### src/verilog/pic_pkg.sv
package pic_pkg;

    // Interrupt levels and level number width
    localparam int IRQ_W = 8;
    localparam int LEVEL_W = 3;

    // 8086 vector base T7..T3
    localparam int VEC_BASE_W = 5;

    // ICW1 bit positions
    localparam int ICW1_IC4_BIT = 0;
    localparam int ICW1_SNGL_BIT = 1;
    localparam int ICW1_LTIM_BIT = 3;

    // ICW4 bit positions
    localparam int ICW4_AEOI_BIT = 1;

    // OCW3 read register select
    localparam int OCW3_RR_BIT = 1;
    localparam int OCW3_RIS_BIT = 0;

    // Mask and clear value for all levels
    localparam logic [IRQ_W-1:0] ALL_LEVELS = '1;

    // Initialization word sequence
    typedef enum logic [1:0] {
        CMD_READY,
        WRITE_ICW2,
        WRITE_ICW3,
        WRITE_ICW4
    } init_state_e;

    // Two-pulse acknowledge cycle
    typedef enum logic [1:0] {
        CTL_READY,
        ACK1,
        ACK2
    } ack_state_e;

    // OCW2 bits 6:5, only specific EOI is decoded
    typedef enum logic [1:0] {
        OCW2_IGNORE_0 = 2'b00,
        OCW2_IGNORE_1 = 2'b01,
        OCW2_IGNORE_2 = 2'b10,
        SPECIFIC_EOI  = 2'b11
    } ocw2_cmd_e;

    // Lowest set bit wins, empty request gives the top level
    function automatic logic [LEVEL_W-1:0] lowest_level(input logic [IRQ_W-1:0] req);
        logic [LEVEL_W-1:0] lvl;
        lvl = LEVEL_W'(IRQ_W - 1);
        for (int i = IRQ_W - 1; i >= 0; i--) begin
            if (req[i]) begin
                lvl = LEVEL_W'(i);
            end
        end
        return lvl;
    endfunction

    // Level number to one-hot
    function automatic logic [IRQ_W-1:0] level_onehot(input logic [LEVEL_W-1:0] lvl);
        logic [IRQ_W-1:0] mask;
        mask = '0;
        mask[lvl] = 1'b1;
        return mask;
    endfunction

endpackage

### src/verilog/pic_cfg_if.sv
interface pic_cfg_if
    import pic_pkg::*;
();

    // Vector base from ICW2
    logic [VEC_BASE_W-1:0] vector_base;
    // Auto EOI from ICW4
    logic                  aeoi;
    // Sequence finished since last ICW1
    logic                  init_done;
    // One-cycle pulse after an ICW1 write
    logic                  reinit;

    // Driven by the init sequencer
    modport init (
        output vector_base,
        output aeoi,
        output init_done,
        output reinit
    );

    // Read by the operation registers and the acknowledge block
    modport user (
        input vector_base,
        input aeoi,
        input init_done,
        input reinit
    );

endinterface

### src/verilog/pic_init_seq.sv
module pic_init_seq
    import pic_pkg::*;
(
    input  logic       write_ICW_1,
    input  logic       write_ICW_1_rst,
    input  logic [7:0] internal_data_bus,
    input  logic       icw1_wr,
    input  logic       icw2_4_wr,
    output logic       edge_or_level,
    pic_cfg_if.init    cfg
);

    init_state_e state;
    init_state_e state_nxt;
    logic        need_icw4;
    logic        single_mode;
    logic        step_wr;
    logic        last_step;

    // ICW1 restarts the sequence and overrides a same-cycle ICW2..4 write
    assign step_wr = icw2_4_wr && !icw1_wr;

    // Next word expected after an ICW2..4 write
    always_comb begin
        state_nxt = state;
        case (state)
            WRITE_ICW2: begin
                if (!single_mode) begin
                    state_nxt = WRITE_ICW3;
                end else if (need_icw4) begin
                    state_nxt = WRITE_ICW4;
                end else begin
                    state_nxt = CMD_READY;
                end
            end
            WRITE_ICW3: begin
                // Cascade byte taken, value not kept
                state_nxt = need_icw4 ? WRITE_ICW4 : CMD_READY;
            end
            WRITE_ICW4: begin
                state_nxt = CMD_READY;
            end
            default: begin
                // CMD_READY ignores stray ICW2..4 strobes
                state_nxt = CMD_READY;
            end
        endcase
    end

    // Final word of the sequence written
    assign last_step = step_wr && (state != CMD_READY) && (state_nxt == CMD_READY);

    always_ff @(posedge write_ICW_1 or posedge write_ICW_1_rst) begin
        if (write_ICW_1_rst) begin
            state <= CMD_READY;
        end else if (icw1_wr) begin
            state <= WRITE_ICW2;
        end else if (step_wr) begin
            state <= state_nxt;
        end
    end

    // ICW1 fields
    always_ff @(posedge write_ICW_1 or posedge write_ICW_1_rst) begin
        if (write_ICW_1_rst) begin
            need_icw4     <= 1'b0;
            single_mode   <= 1'b0;
            edge_or_level <= 1'b0;
        end else if (icw1_wr) begin
            need_icw4     <= internal_data_bus[ICW1_IC4_BIT];
            single_mode   <= internal_data_bus[ICW1_SNGL_BIT];
            edge_or_level <= internal_data_bus[ICW1_LTIM_BIT];
        end
    end

    // ICW2 upper bits and ICW4 AEOI
    always_ff @(posedge write_ICW_1 or posedge write_ICW_1_rst) begin
        if (write_ICW_1_rst) begin
            cfg.vector_base <= '0;
            cfg.aeoi        <= 1'b0;
        end else begin
            if (step_wr && state == WRITE_ICW2) begin
                cfg.vector_base <= internal_data_bus[7:8-VEC_BASE_W];
            end
            if (cfg.reinit) begin
                cfg.aeoi <= 1'b0;
            end else if (step_wr && state == WRITE_ICW4) begin
                cfg.aeoi <= internal_data_bus[ICW4_AEOI_BIT];
            end
        end
    end

    // Reinit pulse one cycle after ICW1, done flag on sequence end
    always_ff @(posedge write_ICW_1 or posedge write_ICW_1_rst) begin
        if (write_ICW_1_rst) begin
            cfg.reinit    <= 1'b0;
            cfg.init_done <= 1'b0;
        end else begin
            cfg.reinit <= icw1_wr;
            if (last_step) begin
                cfg.init_done <= 1'b1;
            end else if (cfg.reinit) begin
                cfg.init_done <= 1'b0;
            end
        end
    end

endmodule

### src/verilog/pic_op_regs.sv
module pic_op_regs
    import pic_pkg::*;
(
    input  logic             write_ICW_1,
    input  logic             write_ICW_1_rst,
    input  logic [7:0]       internal_data_bus,
    input  logic             ocw1_wr,
    input  logic             ocw2_wr,
    input  logic             ocw3_wr,
    input  logic [IRQ_W-1:0] aeoi_eoi,
    output logic [IRQ_W-1:0] int_mask,
    output logic             en_read_reg,
    output logic             read_reg_isr_or_irr,
    output logic [IRQ_W-1:0] eoi,
    pic_cfg_if.user          cfg
);

    ocw2_cmd_e        ocw2_cmd;
    logic [IRQ_W-1:0] spec_eoi;

    // OCW2 command field
    assign ocw2_cmd = ocw2_cmd_e'(internal_data_bus[6:5]);

    // Specific EOI level from bits 2:0
    always_comb begin
        spec_eoi = '0;
        if (ocw2_wr && ocw2_cmd == SPECIFIC_EOI) begin
            spec_eoi = level_onehot(internal_data_bus[LEVEL_W-1:0]);
        end
    end

    // OCW1 mask, all masked after init
    always_ff @(posedge write_ICW_1 or posedge write_ICW_1_rst) begin
        if (write_ICW_1_rst) begin
            int_mask <= ALL_LEVELS;
        end else if (cfg.reinit) begin
            int_mask <= ALL_LEVELS;
        end else if (ocw1_wr) begin
            int_mask <= internal_data_bus;
        end
    end

    // OCW3 read select, IRR by default
    always_ff @(posedge write_ICW_1 or posedge write_ICW_1_rst) begin
        if (write_ICW_1_rst) begin
            en_read_reg         <= 1'b1;
            read_reg_isr_or_irr <= 1'b0;
        end else if (cfg.reinit) begin
            en_read_reg         <= 1'b1;
            read_reg_isr_or_irr <= 1'b0;
        end else if (ocw3_wr) begin
            en_read_reg         <= internal_data_bus[OCW3_RR_BIT];
            read_reg_isr_or_irr <= internal_data_bus[OCW3_RIS_BIT];
        end
    end

    // Merged EOI pulse, clears every in-service bit on reinit
    always_ff @(posedge write_ICW_1 or posedge write_ICW_1_rst) begin
        if (write_ICW_1_rst) begin
            eoi <= ALL_LEVELS;
        end else if (cfg.reinit) begin
            eoi <= ALL_LEVELS;
        end else begin
            eoi <= spec_eoi | aeoi_eoi;
        end
    end

endmodule

### src/verilog/pic_ack_ctrl.sv
module pic_ack_ctrl
    import pic_pkg::*;
(
    input  logic             write_ICW_1,
    input  logic             write_ICW_1_rst,
    input  logic [IRQ_W-1:0] interrupt,
    input  logic             ack,
    output logic             int_req,
    output logic             latch,
    output logic             freeze,
    output logic [IRQ_W-1:0] clr_ir,
    output logic             out_ctrl_logic_data,
    output logic [7:0]       ctrl_logic_data,
    output logic [IRQ_W-1:0] aeoi_eoi,
    pic_cfg_if.user          cfg
);

    ack_state_e         state;
    logic               ack_q;
    logic               ack_fall;
    logic               ack_rise;
    logic               take_ack;
    logic               end_ack;
    logic [LEVEL_W-1:0] level;

    // ack is active low, sampled once per clock
    assign ack_fall = ack_q && !ack;
    assign ack_rise = !ack_q && ack;

    // First pulse starts service, rise after the second ends it
    assign take_ack = (state == CTL_READY) && ack_fall && int_req;
    assign end_ack  = (state == ACK2) && ack_rise;

    always_ff @(posedge write_ICW_1 or posedge write_ICW_1_rst) begin
        if (write_ICW_1_rst) begin
            ack_q <= 1'b1;
        end else begin
            ack_q <= ack;
        end
    end

    // Acknowledge FSM
    always_ff @(posedge write_ICW_1 or posedge write_ICW_1_rst) begin
        if (write_ICW_1_rst) begin
            state <= CTL_READY;
        end else if (cfg.reinit) begin
            state <= CTL_READY;
        end else begin
            case (state)
                CTL_READY: begin
                    if (take_ack) begin
                        state <= ACK1;
                    end
                end
                ACK1: begin
                    if (ack_fall) begin
                        state <= ACK2;
                    end
                end
                ACK2: begin
                    if (ack_rise) begin
                        state <= CTL_READY;
                    end
                end
                default: begin
                    state <= CTL_READY;
                end
            endcase
        end
    end

    // Serviced level, held for the vector and the AEOI pulse
    always_ff @(posedge write_ICW_1) begin
        if (take_ack) begin
            level <= lowest_level(interrupt);
        end
    end

    // Request to the CPU, held until the sequence completes
    always_ff @(posedge write_ICW_1 or posedge write_ICW_1_rst) begin
        if (write_ICW_1_rst) begin
            int_req <= 1'b0;
        end else if (cfg.reinit || end_ack) begin
            int_req <= 1'b0;
        end else if (cfg.init_done && state == CTL_READY && interrupt != '0) begin
            int_req <= 1'b1;
        end
    end

    // Latch and clear-request pulse on the first acknowledge
    always_ff @(posedge write_ICW_1 or posedge write_ICW_1_rst) begin
        if (write_ICW_1_rst) begin
            latch  <= 1'b0;
            clr_ir <= ALL_LEVELS;
        end else if (cfg.reinit) begin
            latch  <= 1'b0;
            clr_ir <= ALL_LEVELS;
        end else begin
            latch  <= take_ack;
            clr_ir <= take_ack ? interrupt : '0;
        end
    end

    // Freeze request detection while the cycle runs
    always_ff @(posedge write_ICW_1 or posedge write_ICW_1_rst) begin
        if (write_ICW_1_rst) begin
            freeze <= 1'b1;
        end else if (cfg.reinit || end_ack) begin
            freeze <= 1'b1;
        end else if (take_ack) begin
            freeze <= 1'b0;
        end
    end

    // Vector on the bus during the second pulse
    assign out_ctrl_logic_data = (state == ACK2);
    assign ctrl_logic_data = out_ctrl_logic_data ? {cfg.vector_base, level} : 8'h00;

    // AEOI clears the serviced level at the end of the cycle
    assign aeoi_eoi = (end_ack && cfg.aeoi) ? level_onehot(level) : '0;

endmodule

### src/verilog/pic_control_logic.sv
module pic_control_logic
    import pic_pkg::*;
(
    input  logic             write_ICW_1,
    input  logic             write_ICW_1_rst,

    // Data and write strobes from the bus interface
    input  logic [7:0]       internal_data_bus,
    input  logic             icw1_wr,
    input  logic             icw2_4_wr,
    input  logic             ocw1_wr,
    input  logic             ocw2_wr,
    input  logic             ocw3_wr,

    // Detected requests and CPU acknowledge
    input  logic [IRQ_W-1:0] interrupt,
    input  logic             ack,

    // Configuration outputs
    output logic             edge_or_level,
    output logic [IRQ_W-1:0] int_mask,
    output logic             en_read_reg,
    output logic             read_reg_isr_or_irr,

    // Vector onto the internal bus
    output logic             out_ctrl_logic_data,
    output logic [7:0]       ctrl_logic_data,

    // Request and in-service handling
    output logic             latch,
    output logic             freeze,
    output logic [IRQ_W-1:0] eoi,
    output logic [IRQ_W-1:0] clr_ir,
    output logic             int_req
);

    logic [IRQ_W-1:0] aeoi_eoi;

    // Init results shared by all blocks
    pic_cfg_if cfg_if ();

    pic_init_seq pic_init_seq_inst (
        .write_ICW_1       (write_ICW_1),
        .write_ICW_1_rst   (write_ICW_1_rst),
        .internal_data_bus (internal_data_bus),
        .icw1_wr           (icw1_wr),
        .icw2_4_wr         (icw2_4_wr),
        .edge_or_level     (edge_or_level),
        .cfg               (cfg_if.init)
    );

    pic_op_regs pic_op_regs_inst (
        .write_ICW_1         (write_ICW_1),
        .write_ICW_1_rst     (write_ICW_1_rst),
        .internal_data_bus   (internal_data_bus),
        .ocw1_wr             (ocw1_wr),
        .ocw2_wr             (ocw2_wr),
        .ocw3_wr             (ocw3_wr),
        .aeoi_eoi            (aeoi_eoi),
        .int_mask            (int_mask),
        .en_read_reg         (en_read_reg),
        .read_reg_isr_or_irr (read_reg_isr_or_irr),
        .eoi                 (eoi),
        .cfg                 (cfg_if.user)
    );

    pic_ack_ctrl pic_ack_ctrl_inst (
        .write_ICW_1         (write_ICW_1),
        .write_ICW_1_rst     (write_ICW_1_rst),
        .interrupt           (interrupt),
        .ack                 (ack),
        .int_req             (int_req),
        .latch               (latch),
        .freeze              (freeze),
        .clr_ir              (clr_ir),
        .out_ctrl_logic_data (out_ctrl_logic_data),
        .ctrl_logic_data     (ctrl_logic_data),
        .aeoi_eoi            (aeoi_eoi),
        .cfg                 (cfg_if.user)
    );

endmodule

### config.mk
export PLATFORM = sky130hd
export DESIGN_NAME = pic_control_logic
export DESIGN_NICKNAME = d
export VERILOG_FILES = /design/src/verilog/pic_pkg.sv /design/src/verilog/pic_cfg_if.sv /design/src/verilog/pic_init_seq.sv /design/src/verilog/pic_op_regs.sv /design/src/verilog/pic_ack_ctrl.sv /design/src/verilog/pic_control_logic.sv
export SDC_FILE = /design/constraint.sdc
export NUM_CORES = 1
export LEC_CHECK = 0
export BUFFER_PORTS_ARGS = -buffer_cell sky130_fd_sc_hd__buf_2
export CAP_MARGIN = 0
export CORE_MARGIN = 4
export CORE_UTILIZATION = 55
export CTS_CLUSTER_DIAMETER = 150
export CTS_CLUSTER_SIZE = 16
export DETAILED_ROUTE_END_ITERATION = 7
export PLACE_DENSITY = 0.84
export SETUP_SLACK_MARGIN = 0.05
export SYNTH_ARGS = -nofsm -noshare
export SYNTH_HDL_FRONTEND = slang
export SYNTH_SLANG_ARGS = --single-unit
### constraint.sdc
create_clock -name write_ICW_1 -period 3.3 [get_ports write_ICW_1]
set_input_delay 0.165 -clock write_ICW_1 [delete_from_list [all_inputs] [get_ports write_ICW_1]]
set_output_delay 0.165 -clock write_ICW_1 [all_outputs]
set_load 0.02 [all_outputs]
==> results.json <==
{
  "core_area_sq_um": 3770,
  "maxCapViolations": 0,
  "antenna_found_initial": 0,
  "globalRouteOverflowTotal": 0,
  "die_x_um": 71.3,
  "synth_cells": 177,
  "wl_per_cell_um": 14.9,
  "htreeDepth": 2,
  "wirelength_mm": 4.32,
  "ys.flop_type": "dfstp_2",
  "clk_latency_ns": 0.29,
  "worst_pin_slew_ns": 1.03,
  "synthDistinctLibCells": 41,
  "violations": "hold timing",
  "r2r_start": "pic_init_seq_inst.cfg.reinit",
  "via_count": 1565,
  "path_max_fanout": 14,
  "clock-sinks": 48,
  "ys_seq_elements": 48,
  "synth.top_cell.area_share_pct": 32.2,
  "finalSetupViolCount": 0,
  "grt_pass1_vias": 1485,
  "sw_frac_of_total_pct": 25.6,
  "arrival_ns": 1.44,
  "p_leak_nw": 1.28,
  "fin_crit_ns": 1.61,
  "final_cell_mix": "buf_2, dfstp_2, dfrtp_1",
  "clock_power_share_pct": 28.1,
  "final_antenna_net_count": 0,
  "post-route-util_pct": 70.0,
  "internal-power_mw": 0.913,
  "globalplace.congestion": 0.844,
  "fin_ws_ns": 1.69,
  "power.density_nw_per_um2": 465,
  "first_pass_iters": 4,
  "yosys_warnings": 0,
  "grt_pass1_wl_mm": 7.16,
  "ctsLongestPathBuffers": 2,
  "fin_nets": 269,
  "slew_headroom_pct": 31.5,
  "finClkSkew_ns": 0.00208,
  "yosys.area.top_type": "dfstp_2",
  "port_buffers": 62,
  "setup_tns_ns": 0,
  "post_cts_buffers": 0,
  "cts_root_buf": "clkbuf_8",
  "max_clock_freq_mhz": 623,
  "layout-drive-gt1-share_pct": 47.1,
  "finalHoldViolCount": 18,
  "floorplan.initialDensity_pct": 58.4,
  "startpoint_type": "flop",
  "row_count": 22,
  "p_sw_mw": 0.314,
  "p_comb_share_pct": 16.1,
  "ios": 63,
  "syn_area_per_cell_sq_um": 12.4,
  "synth-async-reset-ratio_pct": 93.8,
  "fin_crit_sh_pct": 48.7,
  "dp_hpwl_mm": 3.14,
  "remaining_drc_errors": 0,
  "synth_edf_count": 3,
  "vias_per_cell": 5.40,
  "area_growth_pct": 19.8,
  "rsz0062_at_grt": "no",
  "syn_nets": 205,
  "hp-class": "input pin to async pin",
  "tritoncts": "built",
  "critical_path_class": "flop to output port",
  "grt_usage_pct": 17.8,
  "synth_seq_area_share_pct": 56.8,
  "status": "finished with violations",
  "drt_iter0_markers": 155,
  "end_kind": "output port",
  "dp_slack_ns": 1.86,
  "die_h_um": 71.3,
  "synth_area_leaders": "dfstp_2, dfrtp_1, edfxtp_1, a211o_1, mux2_2",
  "reg_top3": "pic_ack_ctrl_inst.clr_ir: 8 flops, pic_op_regs_inst.eoi: 8 flops, pic_op_regs_inst.int_mask: 8 flops",
  "final_common_cell": "buf_2",
  "sequentialPowerShare_pct": 55.8,
  "grt_max_degree": 46,
  "syn_area_sq_um": 2200,
  "cts-buffers-inserted": 5,
  "ir_worst_vdd_mv": 0.337,
  "fp.dieArea_sq_um": 5080,
  "cp-startpoint": "pic_ack_ctrl_inst.state[0]",
  "slew_viol_final": 0,
  "path_clk_slew_ns": 0.08,
  "hold_slack_ns": -0.0146,
  "finalPower_mw": 1.23,
  "required_ns": 3.13,
  "antenna_cells": 0
}
==> final timing paths <==
| path | cells after the start | slack [ns] | end |
|---|---|---|---|
| setup / recovery | 3 | 1.69 | ctrl_logic_data[5] |
| hold / removal | 3 | -0.01 | pic_init_seq_inst.state[1] |
| setup reg to reg | 2 | 1.85 | pic_ack_ctrl_inst.state[1] |
| hold reg to reg | 2 | 0.48 | pic_ack_ctrl_inst.freeze |
| max in group asynchronous | 3 | 2.94 | pic_op_regs_inst.eoi[4] |
| min in group write_ICW_1 | 1 | 0.10 | pic_init_seq_inst.cfg.reinit |
==> power groups by stage <==
stage	Sequential (mW)	Combinational (mW)	Clock, mW
after floorplan	0.718	0.104	0
after global placement	0.693	0.193	0
after detailed placement	0.696	0.197	0
after CTS	0.686	0.200	0.356
after global routing	0.693	0.215	0.382
final	0.685	0.197	0.345
==> area by class of cell <==
| class | instances | area [sq um] |
|---|---|---|
| clock buffers | 8 | 90.1 |
| flip-flops and latches | 48 | 1250 |
| repair buffers | 64 | 328 |
| fillers | 261 | 1130 |
| well taps | 48 | 60.1 |
| multi-input cells | 115 | 885 |
| inverters | 7 | 26.3 |
==> through the flow <==
stage               hold slack [ns]  instances  area [sq um]
floorplan                     0.169        177          2200
global placement              0.306        281          2540
detailed placement            0.309        281          2540
CTS                        0.000603        290          2640
global route                 0.0251        290          2640
finish                      -0.0146        290          2640
==> per-layer routing <==
layer | global-route usage [%] | routed length [um] | vias to the layer above
met1 | 24.1 | 1900 | 763
met4 | 3.76 | 32 | 0
li1 | - | - | 756
met2 | 28.4 | 2150 | 42
met3 | 5.33 | 241 | 4
met5 | 0 | 0 | -
==> cell usage after synthesis, types with 2 or more instances <==
master and number:
a31oi_1 2, and2_1 8, nor3_1 4, o31ai_2 2, nand2b_1 4, dfstp_2 27
a21oi_1 12, a211o_1 10, edfxtp_1 3, mux2_2 7, nor2b_1 12, mux2i_1 2
buf_4 2, nand2_1 2, nor2_1 7, o21ai_1 4, nand3b_1 3, nor2b_4 2
and2b_1 2, dfrtp_1 18, a21o_1 9, o21ai_0 4, ha_1 4, inv_1 7
clkbuf_1 4
==> critical path: stages (launching register included) <==
cell and delay, ns:
dfrtp_1 0.43, and2b_4 0.39, and2_1 0.17, buf_2 0.16
==> kinds of logic after synthesis <==
| family | after synthesis | share of synthesized area [%] |
|---|---|---|
| buffers and inverters | 14 | 3.07 |
| adders and majority gates | 4 | 2.27 |
| DFF | 48 | 56.8 |
| muxes | 10 | 5.17 |
| AOI/OAI and AO/OA | 48 | 15.2 |
| and+or+nand+nor | 53 | 17.5 |
==> what timing repair did <==
item | CTS | global route
gates resized for setup | 0 | 0
endpoints found under the hold margin | 1 | 0
hold buffers | 1 | 0
No activity file was read; power rests on OpenSTA's default activity.
